### config.mk
export PLATFORM = sky130hd
export DESIGN_NAME = result_collect
export DESIGN_NICKNAME = d
export VERILOG_FILES = /design/src/design/conv_pkg.sv /design/src/design/result_collect.sv
export SDC_FILE = /design/constraint.sdc
export NUM_CORES = 1
export LEC_CHECK = 0
export ABC_AREA = 0
export CORE_AREA = 2 2 119 121
export DETAILED_ROUTE_END_ITERATION = 16
export DIE_AREA = 0 0 121 123
export DONT_BUFFER_PORTS = 1
export GPL_ROUTABILITY_DRIVEN = 1
export PLACE_DENSITY = 0.74
export SLEW_MARGIN = 5
export SYNTH_ARGS = -nofsm -noshare
export SYNTH_HDL_FRONTEND = slang
export SYNTH_SLANG_ARGS = --single-unit
### constraint.sdc
create_clock -name clk -period 13 [get_ports clk]
set_clock_uncertainty 0.1 [all_clocks]
set_input_delay 0 -clock clk [delete_from_list [all_inputs] [get_ports clk]]
set_output_delay 0 -clock clk [all_outputs]
set_load 0.01 [all_outputs]
### src/design/conv_pkg.sv
package conv_pkg;

    // ******************************
    // Sizes
    // ******************************
    localparam int NUM_PE = 14;                    // Processing elements
    localparam int TAPS   = 3;                     // Filter and window length

    localparam int DATA_W = 8;                     // Weight or pixel
    localparam int IDX_W  = 4;                     // Element index
    localparam int ACC_W  = 18;                    // Three 16-bit products
    localparam int CNT_W  = 2;                     // Window fill count, 0..TAPS

    // ******************************
    // Packet fields
    // ******************************
    localparam int FIL_W       = DATA_W + 1;       // last | weight
    localparam int IF_W        = IDX_W + DATA_W + 1;  // last | index | pixel
    localparam int FIL_LAST    = FIL_W - 1;
    localparam int IF_LAST     = IF_W - 1;
    localparam int IF_IDX_LSB  = DATA_W;

    typedef logic [DATA_W-1:0] data_t;
    typedef logic [IDX_W-1:0]  pe_idx_t;
    typedef logic [ACC_W-1:0]  acc_t;
    typedef logic [FIL_W-1:0]  fil_pkt_t;
    typedef logic [IF_W-1:0]   if_pkt_t;
    typedef logic [NUM_PE-1:0] pe_mask_t;      // One bit per lane
    typedef logic [CNT_W-1:0]  fill_cnt_t;

    typedef enum logic {
        FILTER_MODE,                               // Weights broadcast to all lanes
        IFMAP_MODE                                 // Pixels steered by index
    } alloc_state_t;

endpackage
### src/design/result_collect.sv
module result_collect (
    input  logic                        clk,
    input  logic                        arst_n,
    input  logic [conv_pkg::NUM_PE-1:0] res_valid,
    output logic [conv_pkg::NUM_PE-1:0] res_ready,
    input  conv_pkg::acc_t              res_data [conv_pkg::NUM_PE-1:0],
    output logic                        out_valid,
    input  logic                        out_ready,
    output conv_pkg::pe_idx_t           out_pe,
    output conv_pkg::acc_t              out_result
);
    import conv_pkg::*;

    pe_idx_t last_q;                               // Last granted element
    pe_idx_t gnt_idx;
    logic    found;
    logic    load;
    logic    grant;

    assign load  = !out_valid || out_ready;        // Empty or draining
    assign grant = found && load;

    // ******************************
    // Round-robin search
    // ******************************
    always_comb begin
        int cand;
        found   = 1'b0;
        gnt_idx = last_q;
        for (int k = 1; k <= NUM_PE; k++) begin
            cand = int'(last_q) + k;
            if (cand >= NUM_PE) begin
                cand = cand - NUM_PE;
            end
            if (!found && res_valid[cand]) begin
                found   = 1'b1;
                gnt_idx = pe_idx_t'(cand);
            end
        end
    end

    always_comb begin
        res_ready = '0;
        if (grant) begin
            res_ready[gnt_idx] = 1'b1;
        end
    end

    always_ff @(posedge clk or negedge arst_n) begin
        if (!arst_n) begin
            out_valid <= 1'b0;
            last_q    <= pe_idx_t'(NUM_PE - 1);    // Element 0 goes first
        end else if (grant) begin
            out_valid <= 1'b1;
            last_q    <= gnt_idx;
        end else if (out_ready) begin
            out_valid <= 1'b0;
        end
    end

    always_ff @(posedge clk) begin
        if (grant) begin
            out_pe     <= gnt_idx;
            out_result <= res_data[gnt_idx];
        end
    end

endmodule

==> flow_summary.json <==
{
  "status": "complete, no violations",
  "cp_slowest_stage_delay_ns": 0.74,
  "postSynthNetCount": 1291,
  "start_kind": "flop",
  "drive_gt1_share_pct": 9.89,
  "cts_max_path_buffers": 2,
  "nets": 1260,
  "grtUsageTotal_pct": 38.9,
  "die-area_sq_um": 14900,
  "cts_tree": "built",
  "clock.fmax_ghz": 0.113,
  "ys_types": 104,
  "dr_total_vias": 8550,
  "worstPathCellList": "buf_4, inv_1, ha_1, buf_4, inv_1, ha_1, o21ai_0, a22oi_1, and4bb_1, nor4_2, a21oi_2, o2111ai_1, o211ai_2, xnor2_4, buf_4, buf_4, mux2i_1, dlygate4sd3_1, a2bb2oi_1, o221ai_1, dlygate4sd3_1",
  "drt-wirelength-per-cell_um": 26.6,
  "h-tree-depth": 1,
  "cts.sinks": 27,
  "post-route-drc-count": 0,
  "postCtsSetupBuffers": 0,
  "post-route-period-util_pct": 67.8,
  "synth_area_leaders": "mux2i_1, edfxtp_1, mux2_2",
  "via_per_inst": 7.39,
  "synth.yosys.seq_area_share_pct": 9.91,
  "fp.coreArea_sq_um": 13600,
  "io_buffers": 0,
  "grt_overflow": 0,
  "yosys_most_used_dff": "edfxtp_1",
  "tightestPinTransition_ns": 1.14,
  "cp_slowest_cell": "xnor2_4",
  "start_util_pct": 58.6,
  "clkTransAtPathRegs_ns": 0.07,
  "path_common_cell": "buf_4",
  "setup_viol": 0,
  "hold_path.class": "in -> reg",
  "syn_avg_cell_area_sq_um": 7.95,
  "die_w_um": 121,
  "synth-edff-count": 22,
  "gp_congestion": 1.02,
  "yosys.area.top_type": "mux2i_1",
  "yosys_warnings": 0,
  "fill_cells": 1255,
  "cts_root_buf": "clkbuf_16",
  "critical-path-top-delay-family": "buffers and inverters",
  "grt_max_degree": 72,
  "grt_first_pass_wirelength_mm": 44.7,
  "path_class": "reg -> reg",
  "min_period_ns": 8.82,
  "path_buf_inv": 8,
  "cts-buffers-inserted": 3,
  "dpl.hpwl_mm": 23.7,
  "arrival_ns": 8.73,
  "antenna_found_initial": 6,
  "cp.required_ns": 12.92,
  "synth_seq_cells": 27,
  "netlist_area_sq_um": 7970,
  "max_slew_margin_pct": 24.3,
  "row_count": 43,
  "cts.repair.resized": 0,
  "dr.pass1.iters": 8,
  "setup-tns-final_ns": 0,
  "crit_start": "last_q[1]",
  "drt_first_iter_violations": 1264,
  "synth.top_cell.area_share_pct": 19.8,
  "slew_violations": 0,
  "postRouteWirelength_mm": 30.7,
  "dieHeight_um": 123,
  "hold_viol_final": 0,
  "rsz0062_at_grt": "false",
  "finalCoreUtilization_pct": 60.4,
  "min_from": "res_data[62]",
  "detail-route-antenna-nets": 0,
  "path_max_fanout": 52,
  "async_flop_share_pct": 18.5,
  "clk-insertion-delay-late_ns": 0.26,
  "grt_pass1_vias": 7577,
  "pin_count": 306,
  "maxCapViolCount": 0,
  "timing.rr.start": "last_q[1]",
  "syn_inst": 1003,
  "worstSetupEndpointType": "flop",
  "syn_to_final_growth_pct": 3.16
}
[through the flow]
stage               std cells  instance area (sq um)  setup WS (ns)  hold WS [ns]
CTS                      1151                   8210           4.44       0.00307
global route             1154                   8210           3.80        0.0253
detailed placement       1120                   7860           5.22        -0.395
floorplan                1003                   7970           7.58        -0.396
global placement         1120                   7860           5.37        -0.395
finish                   1157                   8220           4.18       0.00370
[registers in the layout, indices dropped and copies added (netlist names)]
signal and cells:
last_q 4, out_pe 4, out_result 18, out_valid 1
[Yosys cell counts, drive strengths merged (16+ instances only)]
| cell type | n |
|---|---|
| nand2 | 77 |
| mux2 | 46 |
| inv | 20 |
| ha | 19 |
| edfxtp | 22 |
| clkbuf | 16 |
| nor2 | 86 |
| a21oi | 58 |
| mux2i | 162 |
| nand3 | 39 |
| nor2b | 16 |
| o22ai | 18 |
| xnor2 | 18 |
| nor3 | 27 |
| a31oi | 24 |
| buf | 57 |
| o21ai | 34 |
[metal layers]
layer  wire length, um  track usage (%)  part of all wire [%]  vias to the layer above
li1                  -                -                     -                     3851
met1             12100             51.7                    39                     3982
met2             13900             61.5                    45                      627
met3              3480             9.36                    11                       86
met4              1110             13.2                   3.6                        4
met5                87             3.82                  0.28                        -
[kinds of logic after synthesis]
| logic type | count (synthesis) | share of synthesized area, % |
|---|---|---|
| compound gates | 304 | 28.7 |
| mux | 212 | 28.5 |
| simple gates | 327 | 20.7 |
| flops | 27 | 9.91 |
| xor+xnor | 21 | 3.09 |
| fa+ha+maj | 19 | 2.98 |
| buf+inv | 93 | 6.15 |
[cells in the final DEF (no fill, tap or decap), types with 18 or more instances in the layout]
cell	n
o22ai_1	18
dlygate4sd3_1	27
nor2_1	86
ha_1	19
nor3_1	25
a21oi_1	54
nand3_1	38
edfxtp_1	22
a31oi_1	24
o21ai_0	27
mux2i_1	158
nand2_1	76
mux2_2	31
[layout make-up]
class	instances	area (sq um)	area share (%)
Inverter	20	77.6	0.944
Clock buffer	4	78.8	0.959
Multi-Input combinational cell	883	6690	81.4
Timing Repair Buffer	37	345	4.20
Sequential cell	27	790	9.60
Tap cell	180	225	2.74
Antenna cell	6	15.0	0.183
[worst register-to-register path, stage by stage (launching register included)]
cell and delay [ns]:
dfrtp_1 0.51, buf_4 0.33, inv_1 0.34, ha_1 0.39, buf_4 0.38, inv_1 0.45, ha_1 0.46, o21ai_0 0.09
a22oi_1 0.48, and4bb_1 0.31, nor4_2 0.40, a21oi_2 0.15, o2111ai_1 0.29, o211ai_2 0.19, xnor2_4 0.74, buf_4 0.60
buf_4 0.62, mux2i_1 0.28, dlygate4sd3_1 0.57, a2bb2oi_1 0.15, o221ai_1 0.12, dlygate4sd3_1 0.59
[worst paths after layout]
check | to | slack, ns | cells past startpoint
max reg2reg | out_result[17] | 4.18 | 21
max in group asynchronous | last_q[2] | 12.00 | 2
max | out_result[17] | 4.18 | 21
min in group asynchronous | last_q[1] | 0.51 | 2
min | out_result[8] | 0.004 | 3
min reg2reg | last_q[0] | 0.41 | 1
[timing repair]
action / 4_1_cts / 5_1_grt
endpoints found under the hold margin: 17 / 0
endpoints found under the setup margin: 0 / 0
hold buffers: 27 / 0
Power is left out: the tool's default activity adds up to more than one toggle a clock period on the data nets, which glitch-free logic cannot reach.
