===== src/design/conv_pkg.sv =====
package conv_pkg;

    // ******************************
    // Sizes
    // ******************************
    localparam int NUM_PE = 14;                    // Processing elements
    localparam int TAPS   = 3;                     // Filter and window length

    localparam int DATA_W = 8;                     // Weight or pixel
    localparam int IDX_W  = 4;                     // Element index
    localparam int ACC_W  = 18;                    // Three 16-bit products
    localparam int CNT_W  = 2;                     // Window fill count, 0..TAPS

    // ******************************
    // Packet fields
    // ******************************
    localparam int FIL_W       = DATA_W + 1;       // last | weight
    localparam int IF_W        = IDX_W + DATA_W + 1;  // last | index | pixel
    localparam int FIL_LAST    = FIL_W - 1;
    localparam int IF_LAST     = IF_W - 1;
    localparam int IF_IDX_LSB  = DATA_W;

    typedef logic [DATA_W-1:0] data_t;
    typedef logic [IDX_W-1:0]  pe_idx_t;
    typedef logic [ACC_W-1:0]  acc_t;
    typedef logic [FIL_W-1:0]  fil_pkt_t;
    typedef logic [IF_W-1:0]   if_pkt_t;
    typedef logic [NUM_PE-1:0] pe_mask_t;      // One bit per lane
    typedef logic [CNT_W-1:0]  fill_cnt_t;

    typedef enum logic {
        FILTER_MODE,                               // Weights broadcast to all lanes
        IFMAP_MODE                                 // Pixels steered by index
    } alloc_state_t;

endpackage

===== src/design/lane_if.sv =====
interface lane_if;
    import conv_pkg::*;

    logic  valid;
    logic  ready;
    logic  is_weight;                              // High for a broadcast weight
    data_t data;

    modport src (
        output valid,
        output is_weight,
        output data,
        input  ready
    );

    modport dst (
        input  valid,
        input  is_weight,
        input  data,
        output ready
    );

endinterface


===== src/design/conv_pe.sv =====
module conv_pe (
    input  logic           clk,
    input  logic           arst_n,
    lane_if.dst            lane,
    output logic           res_valid,
    input  logic           res_ready,
    output conv_pkg::acc_t res_data
);
    import conv_pkg::*;

    data_t     w_q [TAPS];                         // Index 0 is the oldest weight
    data_t     px_q [TAPS-1];                      // Previous pixels, index 0 oldest
    data_t     win_c [TAPS];
    fill_cnt_t cnt_q;
    acc_t      sum_c;

    logic      take_w;
    logic      take_px;
    logic      win_full;

    // Weights wait for an empty result register
    assign lane.ready = lane.is_weight ? !res_valid : (!res_valid || res_ready);

    assign take_w   = lane.valid && lane.ready && lane.is_weight;
    assign take_px  = lane.valid && lane.ready && !lane.is_weight;
    assign win_full = int'(cnt_q) >= TAPS - 1;     // Incoming pixel makes three

    // ******************************
    // Window and sum
    // ******************************
    always_comb begin
        for (int k = 0; k < TAPS - 1; k++) begin
            win_c[k] = px_q[k];
        end
        win_c[TAPS-1] = lane.data;                 // Newest pixel meets newest tap
        sum_c = '0;
        for (int k = 0; k < TAPS; k++) begin
            sum_c = sum_c + acc_t'(w_q[k]) * acc_t'(win_c[k]);
        end
    end

    // ******************************
    // Control
    // ******************************
    always_ff @(posedge clk or negedge arst_n) begin
        if (!arst_n) begin
            cnt_q     <= '0;
            res_valid <= 1'b0;
        end else begin
            if (take_w) begin
                cnt_q <= '0;                       // New filter, refill the window
            end else if (take_px && int'(cnt_q) < TAPS) begin
                cnt_q <= cnt_q + 1'b1;
            end

            if (take_px && win_full) begin
                res_valid <= 1'b1;
            end else if (res_ready) begin
                res_valid <= 1'b0;
            end
        end
    end

    // ******************************
    // Taps, history, result
    // ******************************
    always_ff @(posedge clk) begin
        if (take_w) begin
            for (int k = 0; k < TAPS - 1; k++) begin
                w_q[k] <= w_q[k+1];
            end
            w_q[TAPS-1] <= lane.data;
        end
        if (take_px) begin
            for (int k = 0; k < TAPS - 1; k++) begin
                px_q[k] <= win_c[k+1];
            end
            if (win_full) begin
                res_data <= sum_c;
            end
        end
    end

endmodule


===== src/flat_wrapper.sv =====
// flat-port wrapper written by rule: the top's interface ports become plain ports
module conv_pe_flat import conv_pkg::*;
  (clk, arst_n, res_valid, res_ready, res_data, lane_valid, lane_is_weight, lane_data, lane_ready);
  lane_if lane_i ();
  input  logic clk;
  input  logic arst_n;
  output logic res_valid;
  input  logic res_ready;
  output conv_pkg::acc_t res_data;
  input wire logic [$bits(lane_i.valid)-1:0] lane_valid;
  input wire logic [$bits(lane_i.is_weight)-1:0] lane_is_weight;
  input wire logic [$bits(lane_i.data)-1:0] lane_data;
  output wire logic [$bits(lane_i.ready)-1:0] lane_ready;
  assign lane_i.valid = lane_valid;
  assign lane_i.is_weight = lane_is_weight;
  assign lane_i.data = lane_data;
  assign lane_ready = lane_i.ready;
  conv_pe u_core (.clk(clk), .arst_n(arst_n), .lane(lane_i), .res_valid(res_valid), .res_ready(res_ready), .res_data(res_data));
endmodule

===== config.mk =====
export PLATFORM = sky130hd
export DESIGN_NAME = conv_pe_flat
export DESIGN_NICKNAME = d
export VERILOG_FILES = /design/src/design/conv_pkg.sv /design/src/design/lane_if.sv /design/src/design/conv_pe.sv /design/src/flat_wrapper.sv
export SDC_FILE = /design/constraint.sdc
export NUM_CORES = 1
export LEC_CHECK = 0
export ABC_AREA = 1
export BUFFER_PORTS_ARGS = -buffer_cell sky130_fd_sc_hd__buf_4
export CAP_MARGIN = 15
export CORE_ASPECT_RATIO = 1.1
export CORE_UTILIZATION = 50
export DETAILED_ROUTE_END_ITERATION = 8
export GPL_TIMING_DRIVEN = 0
export PLACE_DENSITY = 0.66
export RECOVER_POWER = 100
export SYNTH_ARGS = -nofsm -noshare
export SYNTH_HDL_FRONTEND = slang
export SYNTH_SLANG_ARGS = --single-unit
export TNS_END_PERCENT = 10

===== constraint.sdc =====
create_clock -name clk -period 23.5 [get_ports clk]
set_input_delay 2.35 -clock clk [delete_from_list [all_inputs] [get_ports clk]]
set_output_delay 2.35 -clock clk [all_outputs]
set_load 0.03 [all_outputs]

==> results of run 1 <==
==> final timing paths <==
path	end	slack [ns]	cells after the start
setup reg to reg	u_core.res_data[16]	15.11	31
setup / recovery	u_core.res_data[16]	15.11	31
hold / removal	u_core.w_q[0][6]	0.44	0
hold reg to reg	u_core.w_q[0][6]	0.44	0
min in group asynchronous	u_core.cnt_q[0]	1.81	1
max in group asynchronous	u_core.cnt_q[1]	21.53	1
==> worst max-delay path, delay by kind of cell (launching register included) <==
| family | cells | cell delay [ns] |
|---|---|---|
| XOR/XNOR | 1 | 0.27 |
| adder cells (fa/ha/maj) | 12 | 5.75 |
| buffers and inverters | 7 | 0.66 |
| flip-flops | 1 | 0.32 |
| AND/OR/NAND/NOR | 11 | 1.14 |
==> cell families (layout without fill, tap and decap cells) <==
logic type | Yosys count | count (layout) | share of synthesized area (%)
buffers and inverters | 436 | 486 | 17.15
AND/OR/NAND/NOR | 404 | 404 | 16.57
adder cells (fa/ha/maj) | 254 | 254 | 44.86
flip-flops | 61 | 61 | 19.03
AO/OA/AOI/OAI | 20 | 20 | 1.114
XOR/XNOR | 14 | 14 | 1.285
==> metrics by stage <==
step	cell area (um2)	setup slack [ns]	instances
2_1_floorplan	9545	15.93	1189
3_3_place_gp	10090	15.21	1464
3_5_place_dp	10120	15.23	1466
4_1_cts	10430	15.17	1482
5_1_grt	10280	14.79	1482
6_report	10280	15.11	1482
==> per-layer routing <==
metal | track usage (%) | vias up | share of wire [%]
met3 | 2.761 | 36 | 2.6
met1 | 26.98 | 3327 | 45
met4 | 7.386 | 0 | 2.4
met5 | 0 | - | 0
met2 | 38.08 | 97 | 50
li1 | - | 3458 | -
==> layout make-up <==
type,instances,share of cell area [%]
Timing Repair Buffer,34,1.351
Tap cell,243,2.957
Clock inverter,7,0.7788
Multi-Input combinational cell,692,59.14
Buffer,48,1.752
Sequential cell,61,17.67
Inverter,388,14.16
Clock buffer,9,2.190
==> sequential cells by signal (all words and copies together), names as in the netlist <==
signal,flops
u_core.w_q,24
u_core.res_data,18
u_core.px_q,16
u_core.cnt_q,2
u_core.res_valid,1
==> synth_stat cells <==
library cell  count
or2_0             1
nand2_1         339
nor2_1           31
nand4_1           5
nand3b_1          1
nor3_1            4
a21oi_1          15
fa_1            147
ha_1            107
inv_1           388
dfrtp_1           3
o21ai_2           1
xor2_1            7
and2_1            1
nand3_2           2
clkbuf_1         48
edfxtp_1         58
nand2_2           1
o21ai_0           3
o21bai_1          1
nand3_1          19
xnor2_1           7
==> metrics, run 1 <==
status=completed; Num CTS Buffers=9; Post-DP HPWL=about 16 mm; die area=roughly 0.020 mm2; register area share after synthesis=approximately a fifth; # rows=52; Max-Cap Viols=0; Vias/cell=roughly 4.7; Reg2Reg Launch Point=u_core.w_q[0][5]; cts hold-fix bufs=0; Clock Tree Root=clkbuf_16; Final nets=1,501; Req. time, crit path=~24 ns; initial drt markers=~310; die height=between 100 and 150 um; slew margin rel.=around 28%; critical path arrival=roughly 8.5 ns; Synth cell types=22; Total Routing Usage GR=between 20% and 30%; crit-path max cell delay=roughly 0.56 ns; mapped cell area=approximately 0.0095 mm2; commonest non-fill, non-tap cell in the layout=inv_1; Skew-Pair Late Insertion Delay=between 0.3 and 0.4 ns; RSZ-0062 raised after global routing=no; Post-CTS Setup Inserts=0; cell taking the most area after synthesis=fa_1; DRT antenna net count=0; # DRC=0; final core utilization=a little under three fifths; CTS tree=yes; worst slew pin tran=between 1 and 1.5 ns; CP endpoint kind=flop; Hold Slack=around 0.44 ns; crit path launch=u_core.w_q[0][5]; Yosys reg bits=61; max-slew violations=0; register area=between 0.0015 and 0.002 mm2; post-CTS sizing=0; clock sink total=around 60; total vias in the final route=roughly 7,000; post-synth top area share=between 30% and 40%; most frequent cells in the layout=388 x inv_1, 339 x nand2_1, 147 x fa_1, 107 x ha_1, 79 x clkbuf_1; YS warnings=0; Avg Inst Size Synth=8.028 um2; Worst-path clk slew=0.06 ns; Top cell by count, worst path=fa_1; routed len/inst=12.68 um; Hold Path Class=flop to flop; Tmin final=8.388 ns; Diodes inserted=0; Boundary Pins=33; Syn Inst Count=roughly 1,200; largest net degree at the start of global routing=19; Final period util=between 30 and 40%; final setup fails=0; crit path launch type=flop; CP max-delay cell=fa_1; port bufs=32; initial core utilization=between 50% and 60%; Die W=~130 um; ranking of synthesized cells by area=fa_1 31%, edfxtp_1 18%, inv_1 15%; CTS H-tree lvls=3; fillcell total=between 1,500 and 2,000; vias in the first global route=roughly 7,100; skew final=0.009665 ns; grt ovf=0; routed wire length=around 19 mm; fmax=about 120 MHz; clk buf depth=2; layout cells sized above 1=1.695%; P&R area growth vs syn=7.721%; min-delay src=u_core.w_q[0][14]; core outline area=about 0.019 mm2; Multi-input gate area=about 0.0061 mm2; Final Hold Viols=0; first-pass GRT wire length=between 30 and 40 mm; worst-path fanout max=8; initial antenna violation count=0; worst setup path category=flop to flop; Routability Congestion=a little under 0.9; Setup Total Neg Slack=0 ns; Mapped Nets=approximately 1,500; Pre-Repair DR Iteration Count=4
Power of run 1 is not shown: default switching activity piles up to over one toggle a cycle in this logic, so the estimate is an artifact.
==> run 2, diff against run 1 <==
--- a/config.mk
+++ b/config.mk
@@ -12,7 +12,7 @@
 export CORE_UTILIZATION = 50
 export DETAILED_ROUTE_END_ITERATION = 8
 export GPL_TIMING_DRIVEN = 0
-export PLACE_DENSITY = 0.66
+export PLACE_DENSITY = 0.69
 export RECOVER_POWER = 100
 export SYNTH_ARGS = -nofsm -noshare
 export SYNTH_HDL_FRONTEND = slang
==> constraint.sdc (replaced) <==
create_clock -name clk -period 6.7 [get_ports clk]
set_input_delay 0.67 -clock clk [delete_from_list [all_inputs] [get_ports clk]]
set_output_delay 0.67 -clock clk [all_outputs]
set_load 0.03 [all_outputs]
==> run 2 against run 1 <==
  * The flow now finishes with violations (capacitance limit, setup timing)
  * Global-route usage increased by 0.96 points
  * Cell count increased by 0.81%
  * Design area increased by 6.7%
  * Sequential share of layout area decreased by 1.1 points
  * First-iteration DRC count increased by 8.6%
  * Critical path type unchanged
  * Critical endpoint is now u_core.res_data[9]
  * Register-to-register slack got worse by 16 ns
  * Clock skew increased by 0.0015 ns
==> metrics, run 2 (synthesis gave the netlist of run 1 again) <==
status=complete, but fails checks; failing checks=capacitance limit, setup timing; Top cell by count, worst path=fa_1; Design Area, Final=0.01097 mm2 (+6.7%); register area=0.001817 mm2 (unchanged); Routability Congestion=0.8869 (+2.2%); Diodes inserted=0 (unchanged); Final period util=115.8% (+80 points); slew margin rel.=0.3356% (-28 points); largest net degree at the start of global routing=19 (unchanged); R2R depth=32 (+3.2%); die area=0.01965 mm2 (unchanged); worst slew pin tran=1.489 ns (+0.4114 ns); Req. time, crit path=6.80 ns (-16.80 ns); CTS H-tree lvls=3 (unchanged); M1 wire length=8.440 mm (+0.50%); CTS tree=yes; # DRC=0 (unchanged); skew final=0.01121 ns (+0.001548 ns); # rows=52 (unchanged); port bufs=32 (unchanged); total vias in the final route=7,032 (+1.6%); worst setup path category=flop to flop; Crit path depth=32 (+3.2%); CP max-delay cell=fa_1; Top reg by flops=u_core.w_q; Top Layer Used=met4; worst-path fanout max=4 (-4); CP Buf/Inv Count=10 (+3); initial core utilization=51.48% (unchanged); Final nets=1,513 (+0.80%); flop2flop setup slack=-1.06 ns (-16.17 ns); Num CTS Buffers=9 (unchanged); initial drt markers=341 (+8.6%); Max-Cap Viols=1 (+1); RSZ-0062 raised after global routing=yes; critical path arrival=7.86 ns (-0.63 ns); Vias/cell=4.707 (+0.83%); fin worst setup slack=-1.058 ns (-16.17 ns); DRT antenna net count=0 (unchanged); Post-DP HPWL=16.54 mm (+2.1%); crit-path max cell delay=0.60 ns (+0.04 ns); vias in the first global route=7,534 (+5.7%); Die W=133.7 um (unchanged); max reg flops=24 (unchanged); most frequent cells in the layout=375 x inv_1, 313 x nand2_1, 141 x fa_1, 92 x ha_1, 58 x edfxtp_1; Pre-Repair DR Iteration Count=4 (unchanged); grt ovf=0 (unchanged); core outline area=0.01854 mm2 (unchanged); final setup fails=13 (+13); Tmin final=7.758 ns (-0.6301 ns); commonest non-fill, non-tap cell in the layout=inv_1; WL met3=482 um (-1.6%); Skew-Pair Late Insertion Delay=0.35 ns (about the same); Total Routing Usage GR=22.49% (+0.96 points); Worst-path clk slew=0.06 ns (about the same); crit path launch type=flop; die height=146.9 um (unchanged); Final Hold Viols=0 (unchanged); routed wire length=20.05 mm (+6.7%); Crit path max-delay family=adder cells; initial antenna violation count=0 (unchanged); routed len/inst=13.42 um (+5.9%); Hold Path Class=input port to async pin; clk buf depth=2 (unchanged); fillcell total=1,664 (-4.7%); first-pass GRT wire length=34.60 mm (+4.0%); max-slew violations=0 (unchanged); clock sink total=61 (unchanged); Boundary Pins=33 (unchanged); CP endpoint kind=flop; fmax=128.9 MHz (+8.1%); Clock Tree Root=clkbuf_16; P&R area growth vs syn=14.96%; Detail Route met2 WL=10.60 mm (+12%); biggest regs=u_core.w_q x24, u_core.res_data x18, u_core.px_q x16; Multi-input gate area=0.006481 mm2 (+6.6%); placed inst area=0.01038 mm2 (+2.5%); layout cells sized above 1=11.59% (+9.9 points)
## run 2: per-stage QoR
stage / hold WS [ns] / utilization (%) / instances / TNS, ns / setup WS (ns)
after detailed placement: 0.4301 / 55.95 / 1465 / -12.55 / -1.155
after CTS: 0.08742 / 58.68 / 1489 / -10.96 / -1.038
after global routing: 0.1072 / 59.18 / 1494 / -15.00 / -1.307
after floorplan: 0.3744 / - / 1189 / -4.552 / -0.4501
after global placement: 0.4274 / 55.78 / 1464 / -12.23 / -1.124
final: 0.1090 / 59.18 / 1494 / -11.59 / -1.058
## run 2: final cells by class
cell class                      instances  share of cell area (%)
Multi-Input combinational cell        692                   59.07
Sequential cell                        61                   16.56
Inverter                              388                   13.27
Buffer                                 46                   3.090
Tap cell                              243                   2.771
Timing Repair Buffer                   48                   2.463
Clock buffer                            9                   2.052
Clock inverter                          7                  0.7298
## run 2: repair_timing
item,in CTS,in global routing
hold buffers,0,0
setup endpoints to repair,14,14
resized for setup,37,61
pin swaps,25,36
buffers inserted,9,6
## run 2: path summary, 6_finish.rpt
| kind | startpoint | end |
|---|---|---|
| max | u_core.w_q[0][13] | u_core.res_data[9] |
| min | arst_n | u_core.cnt_q[0] |
| max reg2reg | u_core.w_q[0][13] | u_core.res_data[9] |
| min reg2reg | u_core.px_q[0][15] | u_core.px_q[0][7] |
| max in group asynchronous | arst_n | u_core.res_valid |
| min in group clk | u_core.px_q[0][15] | u_core.px_q[0][7] |
## run 2: per-layer routing
layer  vias to the layer above  track usage, %
met5                         -               0
met4                         0           6.932
met3                        34           2.795
met2                       101           41.11
met1                      3409           27.41
li1                       3488               -
Power of run 2 is left out for the same reason.
==> run 3, diff against run 2 <==
--- a/config.mk
+++ b/config.mk
@@ -8,7 +8,6 @@
 export ABC_AREA = 1
 export BUFFER_PORTS_ARGS = -buffer_cell sky130_fd_sc_hd__buf_4
 export CAP_MARGIN = 15
-export CORE_ASPECT_RATIO = 1.1
 export CORE_UTILIZATION = 50
 export DETAILED_ROUTE_END_ITERATION = 8
 export GPL_TIMING_DRIVEN = 0
==> run 3 against run 2 <==
  * The run still ends with capacitance limit, setup timing left
  * Routed wire length fell by 4.3%
  * Via count fell by 0.46%
  * Non-clock buffer count fell by 13
  * Register-to-register slack improved by 0.08 ns
  * Core utilization fell by 2.2 points
  * Sequential share of layout area rose by 0.48 points
  * First-iteration DRC count fell by 31%
  * Count of clock-buffer cells in the layout did not move
  * Flip-flop and latch count did not move
  * Critical path depth did not move
  * Clock skew fell by 0.0049 ns
  * Largest cell class unchanged
==> metrics, run 3 (synthesis gave the netlist of run 1 again) <==
status=complete, but fails checks; fin cells=1,472 (-1.5%); Final Hold Viols=0 (unchanged); CTS tree=yes; largest net degree at the start of global routing=19 (unchanged); P&R area growth vs syn=11.71%; worst-path fanout max=8 (+4); max-slew violations=0 (unchanged); crit-path max cell delay=0.60 ns (about the same); fin worst setup slack=-0.9785 ns (+0.07961 ns); CTS H-tree lvls=3 (unchanged); Multi-input gate area=0.006297 mm2 (-2.8%); max reg flops=24 (unchanged); Skew-Pair Late Insertion Delay=0.34 ns (about the same); Final period util=114.6% (-1.2 points); worst setup path category=flop to flop; Boundary Pins=33 (unchanged); worst slew pin tran=1.477 ns (-0.01238 ns); critical path arrival=7.78 ns (-0.08 ns); die height=140.2 um (-4.6%); Post-DP HPWL=16.38 mm (-1.0%); biggest regs=u_core.w_q x24, u_core.res_data x18, u_core.px_q x16; Pre-Repair DR Iteration Count=4 (unchanged); layout cells sized above 1=7.027% (-4.6 points); Req. time, crit path=6.80 ns (about the same); Clock Tree Root=clkbuf_16; Num CTS Buffers=9 (unchanged); initial core utilization=51.03% (-0.45 points); Total Routing Usage GR=22.00% (-0.49 points); Die W=140.2 um (+4.8%); core outline area=0.01871 mm2 (+0.88%); # rows=50 (-3.8%); Worst-path clk slew=0.06 ns (about the same); routed wire length=19.19 mm (-4.3%); # DRC=0 (unchanged); clk buf depth=2 (unchanged); cts hold-fix bufs=0 (unchanged); vias in the first global route=7,441 (-1.2%); CP endpoint kind=flop; Design Area, Final=0.01066 mm2 (-2.8%); initial antenna violation count=0 (unchanged); fmax=130.2 MHz (+1.0%); Max-Cap Viols=1 (unchanged); Tmin final=7.678 ns (-0.07961 ns); initial drt markers=236 (-31%); failing checks=capacitance limit, setup timing; Vias/cell=4.755 (+1.0%); die area=0.01965 mm2 (about the same); port bufs=32 (unchanged); DRT antenna net count=0 (unchanged); commonest non-fill, non-tap cell in the layout=inv_1; register area=0.001817 mm2 (unchanged); slew margin rel.=1.164% (+0.83 points); Final nets=1,500 (-0.86%); first-pass GRT wire length=34.00 mm (-1.7%); Routability Congestion=0.8644 (-2.5%); Top reg by flops=u_core.w_q; placed inst area=0.01036 mm2 (-0.11%); DP Cell Count=1,456 (-0.61%); Hold Path Class=input port to async pin; pre-CTS WS=-1.104 ns (+0.05031 ns); skew final=0.006308 ns (-0.004905 ns); fillcell total=1,738 (+4.4%); clock sink total=61 (unchanged); final setup fails=12 (-1); Top cell by count, worst path=fa_1; most frequent cells in the layout=386 x inv_1, 329 x nand2_1, 146 x fa_1, 97 x ha_1, 58 x edfxtp_1; crit path launch type=flop; CP max-delay cell=fa_1; RSZ-0062 raised after global routing=yes; total vias in the final route=7,000 (-0.46%); grt ovf=0 (unchanged); Diodes inserted=0 (unchanged); routed len/inst=13.04 um (-2.9%)
-- run 3: final cells by class --
cell class	count	share of cell area (%)
buffer	46	3.227
clock buffer	9	2.112
clock inverter	7	0.7510
inverter	388	13.66
multi-input combinational	692	59.06
sequential	61	17.04
tap	234	2.746
timing repair buffer	35	1.408
-- run 3: worst paths after layout --
kind | start | endpoint | slack [ns] | cells after the start
setup / recovery | u_core.w_q[0][14] | u_core.res_data[16] | -0.98 | 32
hold / removal | arst_n | u_core.res_valid | 0.12 | 1
setup reg to reg | u_core.w_q[0][14] | u_core.res_data[16] | -0.98 | 32
hold reg to reg | u_core.w_q[0][22] | u_core.w_q[0][14] | 0.44 | 0
max in group asynchronous | arst_n | u_core.cnt_q[1] | 6.42 | 1
min in group clk | u_core.w_q[0][22] | u_core.w_q[0][14] | 0.44 | 0
-- run 3: per-stage QoR --
| stage | hold WS, ns | setup TNS (ns) | util [%] |
|---|---|---|---|
| 2_1_floorplan | 0.3744 | -4.552 | - |
| 6_report | 0.1208 | -10.32 | 57.00 |
| 5_1_grt | 0.1164 | -14.15 | 57.00 |
| 3_5_place_dp | 0.4317 | -12.01 | 55.40 |
| 4_1_cts | 0.08985 | -10.51 | 57.44 |
| 3_3_place_gp | 0.4253 | -12.11 | 55.23 |
-- run 3: per-layer routing --
metal,global-route usage (%),vias to the layer above,part of all wire [%]
met4,7.056,0,1.9
met5,0,-,0
met1,27.24,3411,44
met2,39.71,106,51
met3,2.872,29,3.1
li1,-,3454,-
-- run 3: repair_timing --
action | CTS | global route
setup endpoints to repair | 14 | 14
resized for setup | 23 | 12
pin swaps | 5 | 0
setup buffers | 0 | 2
cloned | 0 | 0
-- run 3: critical path: cells and delay by family (launching register included) --
family	cells	cell delay [ns]
adders and majority gates	12	5.36
and+or+nand+nor	11	0.95
buffers and inverters	8	0.60
DFF	1	0.38
xor gates and xnor gates	1	0.14
Power of run 3 is left out for the same reason.
